--- src/verilog/fixed_pkg.sv ---
// Unsigned Q16.16 magnitudes only. Every quantity in the voicing stage is
// non-negative, so there is no sign bit and all arithmetic saturates at FIX_MAX.
// Harmonic indices are 10 bits, enough for the 4 kHz band limit.

package fixed_pkg;

	//----------------------------------------------------------------------
	// Fixed-point word
	//----------------------------------------------------------------------

	localparam int FRAC_BITS = 16;

	typedef logic [31:0] fix_t;

	localparam fix_t FIX_MAX = '1;    // Saturation value

	// Small bias so that an empty band never reads as zero energy
	localparam fix_t ENERGY_FLOOR = 32'h0000_0006;

	//----------------------------------------------------------------------
	// Harmonic index
	//----------------------------------------------------------------------

	typedef logic [9:0] harm_idx_t;

endpackage
--- src/verilog/voicing_pkg.sv ---
// Frame parameters, band energies and thresholds of the voicing decision.
// The ratio thresholds are applied as scaled products, so the ratio itself
// is never formed and no divider or log unit is needed.

package voicing_pkg;

	import fixed_pkg::*;

	typedef struct packed {
		harm_idx_t num_harm;    // Number of harmonics in the frame
		fix_t      wo;          // Fundamental, radians per sample
		logic      snr_voiced;  // Preliminary flag from the SNR stage
	} frame_params_t;

	typedef struct packed {
		fix_t elow;
		fix_t ehigh;
	} band_energy_t;

	//----------------------------------------------------------------------
	// Decision thresholds
	//----------------------------------------------------------------------

	localparam int unsigned RATIO_HI_GAIN = 10;   // +/-10 dB
	localparam fix_t RATIO_LOW_GAIN = 32'h0000_65EA;  // 10^-0.4, i.e. -4 dB
	localparam fix_t WO_LOW_PITCH = 32'h0000_0C10;    // About 60 Hz

	// Frame sequencer
	typedef enum logic [2:0] {
		ST_IDLE,
		ST_LOW,
		ST_HIGH,
		ST_DECIDE,
		ST_FINISH
	} ctrl_state_t;

endpackage

--- src/verilog/voicing_estimator.sv ---
// Band-energy voicing stage, one frame per start pulse.
// frame must be held from start until done. The amplitude memory answers
// every read after AM_READ_LATENCY cycles (1 to 4) and has no stall.
`timescale 1ns/10ps

module voicing_estimator #(
	parameter int AM_READ_LATENCY = 2
) (
	input  logic                       clk,
	input  logic                       rst,
	input  logic                       start,
	input  voicing_pkg::frame_params_t frame,
	output fixed_pkg::harm_idx_t       am_addr,
	input  fixed_pkg::fix_t            am_data,
	output logic                       voiced,
	output voicing_pkg::band_energy_t  energies,
	output logic                       done
);

	import fixed_pkg::*;
	import voicing_pkg::*;

	logic      acc_start;
	logic      acc_done;
	logic      decide;
	harm_idx_t acc_first;
	harm_idx_t acc_last;
	fix_t      acc_sum;

	voicing_ctrl u_ctrl (
		.clk       (clk),
		.rst       (rst),
		.start     (start),
		.num_harm  (frame.num_harm),
		.acc_start (acc_start),
		.first     (acc_first),
		.last      (acc_last),
		.acc_done  (acc_done),
		.sum       (acc_sum),
		.energies  (energies),
		.decide    (decide),
		.done      (done)
	);

	band_energy_acc #(
		.AM_READ_LATENCY (AM_READ_LATENCY)
	) u_acc (
		.clk       (clk),
		.rst       (rst),
		.acc_start (acc_start),
		.first     (acc_first),
		.last      (acc_last),
		.am_addr   (am_addr),
		.am_data   (am_data),
		.acc_done  (acc_done),
		.sum       (acc_sum)
	);

	voicing_decision u_decision (
		.clk        (clk),
		.rst        (rst),
		.decide     (decide),
		.energies   (energies),
		.wo         (frame.wo),
		.snr_voiced (frame.snr_voiced),
		.voiced     (voiced)
	);

	// Memory is only read while a band sum runs
	a_reads_in_band: assert property (@(posedge clk) disable iff (!rst)
		u_acc.rd_active |-> u_ctrl.state inside {ST_LOW, ST_HIGH})
		else $error("amplitude read outside a band sum");

	a_voiced_at_done: assert property (@(posedge clk) disable iff (!rst)
		$changed(voiced) |-> done)
		else $error("voiced changed without done");

endmodule

--- src/verilog/voicing_decision.sv ---
// Energy-ratio and low-pitch voicing rules. The low-pitch rule can only clear
// the flag. Products are full width, so no comparison can overflow.
`timescale 1ns/10ps

module voicing_decision (
	input  logic                      clk,
	input  logic                      rst,
	input  logic                      decide,
	input  voicing_pkg::band_energy_t energies,
	input  fixed_pkg::fix_t           wo,
	input  logic                      snr_voiced,
	output logic                      voiced
);

	import fixed_pkg::*;
	import voicing_pkg::*;

	logic [35:0] elow_x10;
	logic [35:0] ehigh_x10;
	logic [63:0] elow_q16;
	logic [63:0] ehigh_xg;
	logic        ratio_voiced;
	logic        low_pitch;
	logic        next_voiced;

	assign elow_x10 = {4'd0, energies.elow} * 36'(RATIO_HI_GAIN);
	assign ehigh_x10 = {4'd0, energies.ehigh} * 36'(RATIO_HI_GAIN);

	// elow/ehigh < 10^-0.4 without a divide
	assign elow_q16 = 64'(energies.elow) << FRAC_BITS;
	assign ehigh_xg = {32'd0, energies.ehigh} * {32'd0, RATIO_LOW_GAIN};

	always_comb
	begin
		if (snr_voiced)
			ratio_voiced = !(elow_x10 < {4'd0, energies.ehigh});    // Below -10 dB
		else
			ratio_voiced = {4'd0, energies.elow} > ehigh_x10;       // Above +10 dB
		low_pitch = (elow_q16 < ehigh_xg) && (wo <= WO_LOW_PITCH);
		next_voiced = ratio_voiced && !low_pitch;
	end

	always_ff @(posedge clk or negedge rst)
	begin
		if (!rst)
			voiced <= 1'b0;
		else if (decide)
			voiced <= next_voiced;
	end

endmodule

--- src/verilog/voicing_ctrl.sv ---
// Runs the low band (1..2 kHz index) and then the high band (2 kHz..4 kHz index)
// through the accumulator and triggers the decision. num_harm must stay
// stable from start until done. A start outside idle is dropped.
`timescale 1ns/10ps

module voicing_ctrl (
	input  logic                     clk,
	input  logic                     rst,
	input  logic                     start,
	input  fixed_pkg::harm_idx_t     num_harm,
	output logic                     acc_start,
	output fixed_pkg::harm_idx_t     first,
	output fixed_pkg::harm_idx_t     last,
	input  logic                     acc_done,
	input  fixed_pkg::fix_t          sum,
	output voicing_pkg::band_energy_t energies,
	output logic                     decide,
	output logic                     done
);

	import fixed_pkg::*;
	import voicing_pkg::*;

	ctrl_state_t state;
	harm_idx_t   lim_1k;
	harm_idx_t   lim_2k;
	harm_idx_t   lim_4k;
	harm_idx_t   high_last;    // Upper limit of the second band

	assign lim_1k = num_harm >> 2;
	assign lim_2k = lim_1k << 1;
	assign lim_4k = lim_1k << 2;

	assign decide = (state == ST_DECIDE);
	assign done = (state == ST_FINISH);    // Voiced is valid from this cycle

	always_ff @(posedge clk or negedge rst)
	begin
		if (!rst)
		begin
			state <= ST_IDLE;
			acc_start <= 1'b0;
			energies <= '0;
		end
		else
		begin
			acc_start <= 1'b0;
			case (state)
				ST_IDLE:
				begin
					if (start)
					begin
						acc_start <= 1'b1;
						state <= ST_LOW;
					end
				end
				ST_LOW:
				begin
					if (acc_done)
					begin
						energies.elow <= sum;
						acc_start <= 1'b1;
						state <= ST_HIGH;
					end
				end
				ST_HIGH:
				begin
					if (acc_done)
					begin
						energies.ehigh <= sum;
						state <= ST_DECIDE;
					end
				end
				ST_DECIDE: state <= ST_FINISH;
				ST_FINISH: state <= ST_IDLE;
				default: state <= ST_IDLE;
			endcase
		end
	end

	// Band limits, held for the accumulator while it runs
	always_ff @(posedge clk)
	begin
		if (state == ST_IDLE && start)
		begin
			first <= harm_idx_t'(1);
			last <= lim_2k;
			high_last <= lim_4k;
		end
		else if (state == ST_LOW && acc_done)
		begin
			first <= last;    // High band starts at the 2 kHz index
			last <= high_last;
		end
	end

	a_start_idle: assert property (@(posedge clk) disable iff (!rst)
		start |-> state == ST_IDLE)
		else $warning("start while busy, ignored");

	a_done_in_band: assert property (@(posedge clk) disable iff (!rst)
		acc_done |-> state inside {ST_LOW, ST_HIGH})
		else $error("acc_done outside a band sum");

endmodule

--- src/verilog/band_energy_acc.sv ---
// Sums squared amplitudes over first..last, both inclusive, one read per cycle.
// The memory must return data exactly AM_READ_LATENCY cycles after the address
// (1 to 4). first and last must be held stable until acc_done.
`timescale 1ns/10ps

module band_energy_acc #(
	parameter int AM_READ_LATENCY = 2
) (
	input  logic                clk,
	input  logic                rst,
	input  logic                acc_start,
	input  fixed_pkg::harm_idx_t first,
	input  fixed_pkg::harm_idx_t last,
	output fixed_pkg::harm_idx_t am_addr,
	input  fixed_pkg::fix_t     am_data,
	output logic                acc_done,
	output fixed_pkg::fix_t     sum
);

	import fixed_pkg::*;

	// Tag travelling alongside each read
	typedef struct packed {
		logic vld;
		logic tail;    // Last index of the range
	} rd_tag_t;

	harm_idx_t addr_q;
	logic      rd_active;
	logic      range_empty;
	rd_tag_t [AM_READ_LATENCY-1:0] pipe;
	rd_tag_t   sq_tag;
	fix_t      sq_q;
	fix_t      acc;

	// Q32.32 square cut back to Q16.16
	function automatic fix_t sat_square(input fix_t a);
		logic [63:0] p;
		p = {32'd0, a} * {32'd0, a};
		if (p[63:48] != 16'd0)
			return FIX_MAX;
		return p[47:16];
	endfunction

	function automatic fix_t sat_add(input fix_t a, input fix_t b);
		logic [32:0] s;
		s = {1'b0, a} + {1'b0, b};
		return s[32] ? FIX_MAX : s[31:0];
	endfunction

	assign range_empty = last < first;
	assign am_addr = addr_q;
	assign sum = acc;

	//----------------------------------------------------------------------
	// Address counter
	//----------------------------------------------------------------------

	always_ff @(posedge clk or negedge rst)
	begin
		if (!rst)
		begin
			addr_q <= '0;
			rd_active <= 1'b0;
		end
		else if (acc_start && !range_empty)
		begin
			addr_q <= first;
			rd_active <= 1'b1;
		end
		else if (rd_active)
		begin
			if (addr_q == last)
				rd_active <= 1'b0;
			else
				addr_q <= addr_q + 1'b1;
		end
	end

	// Reads in flight, aligned with am_data at the far end
	always_ff @(posedge clk or negedge rst)
	begin
		if (!rst)
		begin
			pipe <= '0;
			sq_tag <= '0;
			acc_done <= 1'b0;
		end
		else
		begin
			pipe[0].vld <= rd_active;
			pipe[0].tail <= rd_active && (addr_q == last);
			for (int i = 1; i < AM_READ_LATENCY; i++)
				pipe[i] <= pipe[i-1];
			sq_tag <= pipe[AM_READ_LATENCY-1];
			acc_done <= (acc_start && range_empty) || (sq_tag.vld && sq_tag.tail);
		end
	end

	//----------------------------------------------------------------------
	// Square and accumulate
	//----------------------------------------------------------------------

	always_ff @(posedge clk)
	begin
		sq_q <= sat_square(am_data);
		if (acc_start)
			acc <= ENERGY_FLOOR;
		else if (sq_tag.vld)
			acc <= sat_add(acc, sq_q);
	end

	a_done_after_reads: assert property (@(posedge clk) disable iff (!rst)
		acc_done |-> !rd_active)
		else $error("acc_done raised while reads are still being issued");

endmodule

--- config.mk ---
export PLATFORM = sky130hd
export DESIGN_NAME = voicing_estimator
export DESIGN_NICKNAME = d
export VERILOG_FILES = /design/src/verilog/fixed_pkg.sv /design/src/verilog/voicing_pkg.sv /design/src/verilog/voicing_estimator.sv /design/src/verilog/voicing_decision.sv /design/src/verilog/voicing_ctrl.sv /design/src/verilog/band_energy_acc.sv
export SDC_FILE = /design/constraint.sdc
export NUM_CORES = 2
export LEC_CHECK = 0
export ABC_AREA = 1
export CAP_MARGIN = 20
export CORE_ASPECT_RATIO = 0.5
export CORE_UTILIZATION = 60
export CTS_CLUSTER_DIAMETER = 120
export CTS_CLUSTER_SIZE = 8
export DETAILED_ROUTE_END_ITERATION = 8
export DONT_BUFFER_PORTS = 1
export PLACE_DENSITY_LB_ADDON = 0.12
export SETUP_SLACK_MARGIN = 0.1
export SLEW_MARGIN = 10
export SYNTH_ARGS = -nofsm -noshare
export SYNTH_HDL_FRONTEND = slang
export SYNTH_SLANG_ARGS = --single-unit
--- constraint.sdc ---
create_clock -name clk -period 12.7 [get_ports clk]
set_clock_uncertainty 0.1 [all_clocks]
set_input_delay 1.27 -clock clk [delete_from_list [all_inputs] [get_ports clk]]
set_output_delay 1.27 -clock clk [all_outputs]
set_load 0.05 [all_outputs]
**Word-level counts from Yosys, hierarchy flattened**

Index checks and enable logic that the tools add are counted.

- Output and inout port bits: 76
- Logic and storage cells: 80
- Flip-flop bits (word level): 178
- Input port bits: 78

- Add/sub/neg operators: 2
- Equal/unequal tests: 9
- Muxes and demuxes: 20
- Reduce and logical (&&, ||, !) cells: 20
- $mul: 4
- Magnitude comparators: 5

Operators with widths:

| cell | number |
|---|---|
| 2-to-1 mux 32 bit | 3 |
| multiplier 32 x 3 -> 35 bit (second input constant) | 2 |
| multiplier 32 x 32 -> 64 bit | 1 |
| < comparator 48 x 47 -> 1 bit | 1 |
| multiplier 32 x 14 -> 46 bit (second input constant) | 1 |
| greater-than comparator 32 x 36 -> 1 bit | 1 |
| < comparator 36 x 32 -> 1 bit | 1 |
| adder 32 x 32 -> 33 bit | 1 |
| <= comparator 32 x 12 -> 1 bit (second input constant) | 1 |
| 2-to-1 mux 10 bit | 3 |
| 2-to-1 mux 9 bit | 2 |
| nonzero test 16 bit | 1 |
| case mux 3 bit (4 select lines) | 1 |
| adder 10 x 1 -> 10 bit (second input constant) | 1 |
| == test 10 bit | 1 |
| < comparator 10 bit | 1 |
| 2-to-1 mux 3 bit | 3 |
| logical AND 1 bit | 8 |
| 2-to-1 mux 1 bit | 7 |
| == test 3 x 2 -> 1 bit (second input constant) | 2 |
| inequality test 2 x 1 -> 1 bit (second input constant) | 3 |
| AND reduction 2 bit | 3 |
| nonzero test 2 bit | 2 |
| == test 3 x 1 -> 1 bit (second input constant) | 1 |
| other kinds (7) | 9 |

**Longest topological paths before layout**

- Word-level depth: 5
- Mapped depth: 39
- Gate-level depth less buffers: 38

**By module**

From an unflattened synthesis, not the netlist that was laid out.

- Cell total of the unflattened synthesis: 7,287
- Area total of the unflattened synthesis: 56,636.8 um^2

By module, submodules not included:

| module | sequential area each (um^2) | cells each | times used | area each (um^2) |
|---|---|---|---|---|
| band_energy_acc | 1,731.7 | 4,767 | 1 | 36,930.4 |
| voicing_decision | 25.0 | 2,166 | 1 | 15,969.1 |
| voicing_ctrl | 2,402.3 | 354 | 1 | 3,737.3 |

**Worst setup path before layout**

OpenSTA, ideal clock, no wires.

- Kind: in2reg
- Start: in am_data[19]
- End: reg u_acc.sq_q[10]
- Stages: 31
- Arrival: 7,681 ps
- Required time: 12,477 ps
- Buffers on the path: 3
- Slack: 4,795 ps
- Library setup time: 123 ps
- Path through: clkbuf_1 clkbuf_1 nand2_1 fa_1 inv_1 fa_1 inv_1 fa_1 inv_1 fa_1 inv_1 fa_1 fa_1 fa_1 fa_1 inv_1 ha_1 nand2_1 nor2_1 inv_2 nor2_2 nand2_1 nor2_1 nand2_1 nand4_1 nand2_1 nor2_1 nand3_1 nor2_4 buf_2 nand3_1

- Cells in the longest elaborated chain, start to end: 4

Ends and longest elaborated chain:

| element | line | RTL |
|---|---|---|
| start: declaration | voicing_estimator.sv:14 | `input fixed_pkg::fix_t am_data,` |
| multiplier 32 x 32 -> 64 bit * | band_energy_acc.sv:39 | `p = {32'd0, a} * {32'd0, a};` |
| nonzero test 16 bit | band_energy_acc.sv:40 | `if (p[63:48] != 16'd0)` |
| 2-to-1 mux 1 bit | band_energy_acc.sv:40 |  |
| 2-to-1 mux 32 bit * | band_energy_acc.sv:42 | `return p[47:16];` |
| end signal: assignment | band_energy_acc.sv:106 | `sq_q <= sat_square(am_data);` |
| end: declaration | band_energy_acc.sv:33 | `fix_t sq_q;` |

Mark *: on every way between the ends. The rest lies on a longest branch, timed or not.
A chain may end at the register's enable or synchronous reset.

**Worst setup path in the final report**

- Start: reg u_ctrl.energies[20] (netlist name)
- End: reg u_decision.voiced

- Cells in the longest elaborated chain, start to end: 5
- Elaborated cells between the ends (all ways): 10
- Classes of those cells: mul (2); order compare (3); mux (1); reduce/logical (4)

Ends and longest elaborated chain:

| element | line | RTL |
|---|---|---|
| multiplier 32 x 14 -> 46 bit | voicing_decision.sv:31 | `assign ehigh_xg = {32'd0, energies.ehigh} * {32'd0, RATIO_LOW_GAIN};` |
| < comparator 48 x 47 -> 1 bit | voicing_decision.sv:39 | `low_pitch = (elow_q16 < ehigh_xg) && (wo <= WO_LOW_PITCH);` |
| logical AND 1 bit | voicing_decision.sv:39 |  |
| logical NOT 1 bit | voicing_decision.sv:40 | `next_voiced = ratio_voiced && !low_pitch;` |
| logical AND 1 bit * | voicing_decision.sv:40 |  |
| end signal: assignment | voicing_decision.sv:48 | `voiced <= next_voiced;` |
| end: declaration | voicing_decision.sv:12 | `output logic voiced` |

Marked as above.

==> flow_summary.json <==
{
  "hold_class": "register to register",
  "antenna_found_initial": 0,
  "synth_top_area_share": 0.370,
  "area.growth.synth_to_final_pct": 3.31,
  "seq_area_um2": 4160,
  "setup_viol": 0,
  "cts.sinks": 178,
  "die_w_um": 429,
  "via_count": 43575,
  "final.setup.tns_ns": 0,
  "synth.largest_area_cell": "fa_1",
  "insertion_delay_ns": 0.46,
  "rows": 77,
  "slowest_stage": "dfrtp_1",
  "synth_most_common_cell": "inv_1",
  "gr-usage-met2": 0.569,
  "synthTopCellsByArea": "fa_1, ha_1, inv_1, nand2_1, dfrtp_1",
  "antennaDiodeCount": 0,
  "clockRootBuffer": "clkbuf_16",
  "track_usage": 0.335,
  "status": "complete, no violations",
  "multi_input_area_um2": 42400,
  "grt_max_degree": 88,
  "synth.top_cells.by_count": "inv_1, nand2_1, fa_1",
  "grt_pass1_wl_mm": 244,
  "wl_per_cell_um": 18.2,
  "seq_area_frac_synth": 0.0761,
  "drt-pass1-iter-count": 6,
  "synth_area_per_cell_um2": 7.79,
  "netlist_area_um2": 54700,
  "use_met1": 0.457,
  "crit_type": "register to register",
  "design_area_um2": 56500,
  "overflow": 0,
  "fin_nets": 8697,
  "wl_mm": 148,
  "portBuffers": 0,
  "drt-initial-drc-count": 2840,
  "die_area_um2": 92400,
  "busiest_layer": "met2",
  "grt_pass1_vias": 46910,
  "clockBufferDepth": 2,
  "dpl-instance-area_um2": 55900,
  "critPathArrivalTime_ns": 8.58,
  "die_h_um": 215,
  "endpoint_kind": "register",
  "worst_pin_slew_ns": 1.09,
  "period_share": 0.652,
  "max_freq_mhz": 121,
  "drive_gt1_frac": 0.0148,
  "start_util": 0.612,
  "cts_resized": 0,
  "synth_flop_cell": "dfrtp_1",
  "synth-edff-count": 16,
  "syn_inst": 7022,
  "antenna_left": 0,
  "critPathLaunchType": "register",
  "hpwlAfterDp_mm": 126,
  "rsz0062_at_grt": "no",
  "cts_buffers": 17,
  "max_slew_margin": 0.271,
  "hold_depth": 0,
  "hold_viol": 0,
  "synth_seq_cells": 178,
  "post_cts_buffers": 0,
  "drv_slew": 0,
  "syn-num-nets": 8782,
  "place_congestion": 0.980,
  "viasPerCell": 5.36,
  "synth_cell_types": 50,
  "clk_pin_slew_worst_paths_ns": 0.08,
  "fin_crit_ns": 8.28,
  "reg2regPathDepth": 28,
  "crit_path_max_incr_delay_ns": 0.98,
  "synthArstFlopShare": 0.489,
  "cp.required_ns": 13.00,
  "post-route-drc-count": 0,
  "h-tree-depth": 4,
  "cpMostUsedCell": "inv_1",
  "hold_buffers": 0,
  "core_area_um2": 89300,
  "cts_tree": "built",
  "io_pins": 154,
  "critPathMaxFanout": 10,
  "cap_violations": 0,
  "met3_usage": 0.0425,
  "fillCellCount": 7979,
  "yosysWarnings": 0
}
-- metrics by stage --
| stage | instances | setup slack [ns] | hold WS [ns] | utilization |
|---|---|---|---|---|
| after floorplan | 7022 | 4.80 | 0.231 | - |
| after global placement | 8102 | 4.04 | 0.232 | 0.626 |
| after detailed placement | 8102 | 3.95 | 0.236 | 0.626 |
| after CTS | 8134 | 4.42 | 0.251 | 0.633 |
| after global routing | 8135 | 3.87 | 0.259 | 0.633 |
| final | 8135 | 4.42 | 0.250 | 0.633 |
-- sequential cells by signal, summed over array words and instances, names as in the netlist --
register and cells:
u_acc.acc_done 1, u_acc.am_addr 10, u_acc.pipe 4, u_acc.rd_active 1
u_acc.sq_q 32, u_acc.sq_tag 2, u_acc.sum 32, u_ctrl.acc_start 1
u_ctrl.energies 64, u_ctrl.first 10, u_ctrl.high_last 8, u_ctrl.last 9
u_ctrl.state 3, u_decision.voiced 1
-- worst max-delay path: cells and delay by family, from the launching register on --
family                   cells  cell delay, ns
XOR/XNOR                     1            0.20
AND/OR/NAND/NOR              7            0.94
buffers and inverters        6            0.76
flip-flops                   1            0.98
AO/OA/AOI/OAI                7            1.78
adder cells (fa/ha/maj)      7            3.45
-- layout by cell type (no fill, tap or decap), types with 7 or more instances in the layout --
cell type  netlist  final
inv_1         2019   2019
nand2_1       1540   1540
fa_1          1010   1010
ha_1           672    672
nor2_1         349    349
a21oi_1        290    290
o21ai_0        200    200
nand3_1        162    161
xor2_1          87     87
dfrtp_1         87     87
xnor2_1         86     86
dfxtp_1         75     75
nor3_1          54     53
nand4_1         37     37
buf_4            3     30
a31oi_1         29     29
o21bai_1        28     28
a21o_1          20     20
clkbuf_16        0     17
nor4_1          16     16
edfxtp_1        16     16
inv_2           14     15
o21a_1          11     11
nand3b_1        10     10
o221ai_1         9      9
nor2_2           8      8
a21boi_0         7      7
-- area by class of cell --
cell class / instances / area share
timing repair buffer: 31 / 0.00407
clock inverter: 15 / 0.00334
inverter: 2034 / 0.135
clock buffer: 17 / 0.00753
sequential: 178 / 0.0736
tap: 1185 / 0.0262
multi-input combinational: 4675 / 0.750
-- metal layers --
layer / vias up / wire length (µm)
li1: 20620 / -
met1: 21379 / 64400
met2: 1362 / 70500
met3: 214 / 9840
met4: 0 / 3660
met5: - / 0
-- cell families (layout without fill, tap and decap cells) --
group / Yosys count / after routing / share of synthesized area
buf+inv: 2169 / 2097 / 0.149
compound gates: 621 / 621 / 0.0624
xor+xnor: 173 / 173 / 0.0277
flops: 178 / 178 / 0.0761
fa+ha+maj: 1682 / 1682 / 0.523
simple gates: 2199 / 2199 / 0.161
-- final timing paths --
check | from | endpoint | slack [ns]
max | u_ctrl.energies[20] | u_decision.voiced | 4.42
min | u_acc.pipe[1] | u_acc.pipe[3] | 0.25
max reg2reg | u_ctrl.energies[20] | u_decision.voiced | 4.42
min reg2reg | u_acc.pipe[1] | u_acc.pipe[3] | 0.25
max in group asynchronous | rst | u_acc.am_addr[1] | 11.88
min in group asynchronous | rst | u_ctrl.energies[4] | 0.41
Power is left out: the tool's default activity adds up to more than one toggle a clock period on the data nets, which glitch-free logic cannot reach.
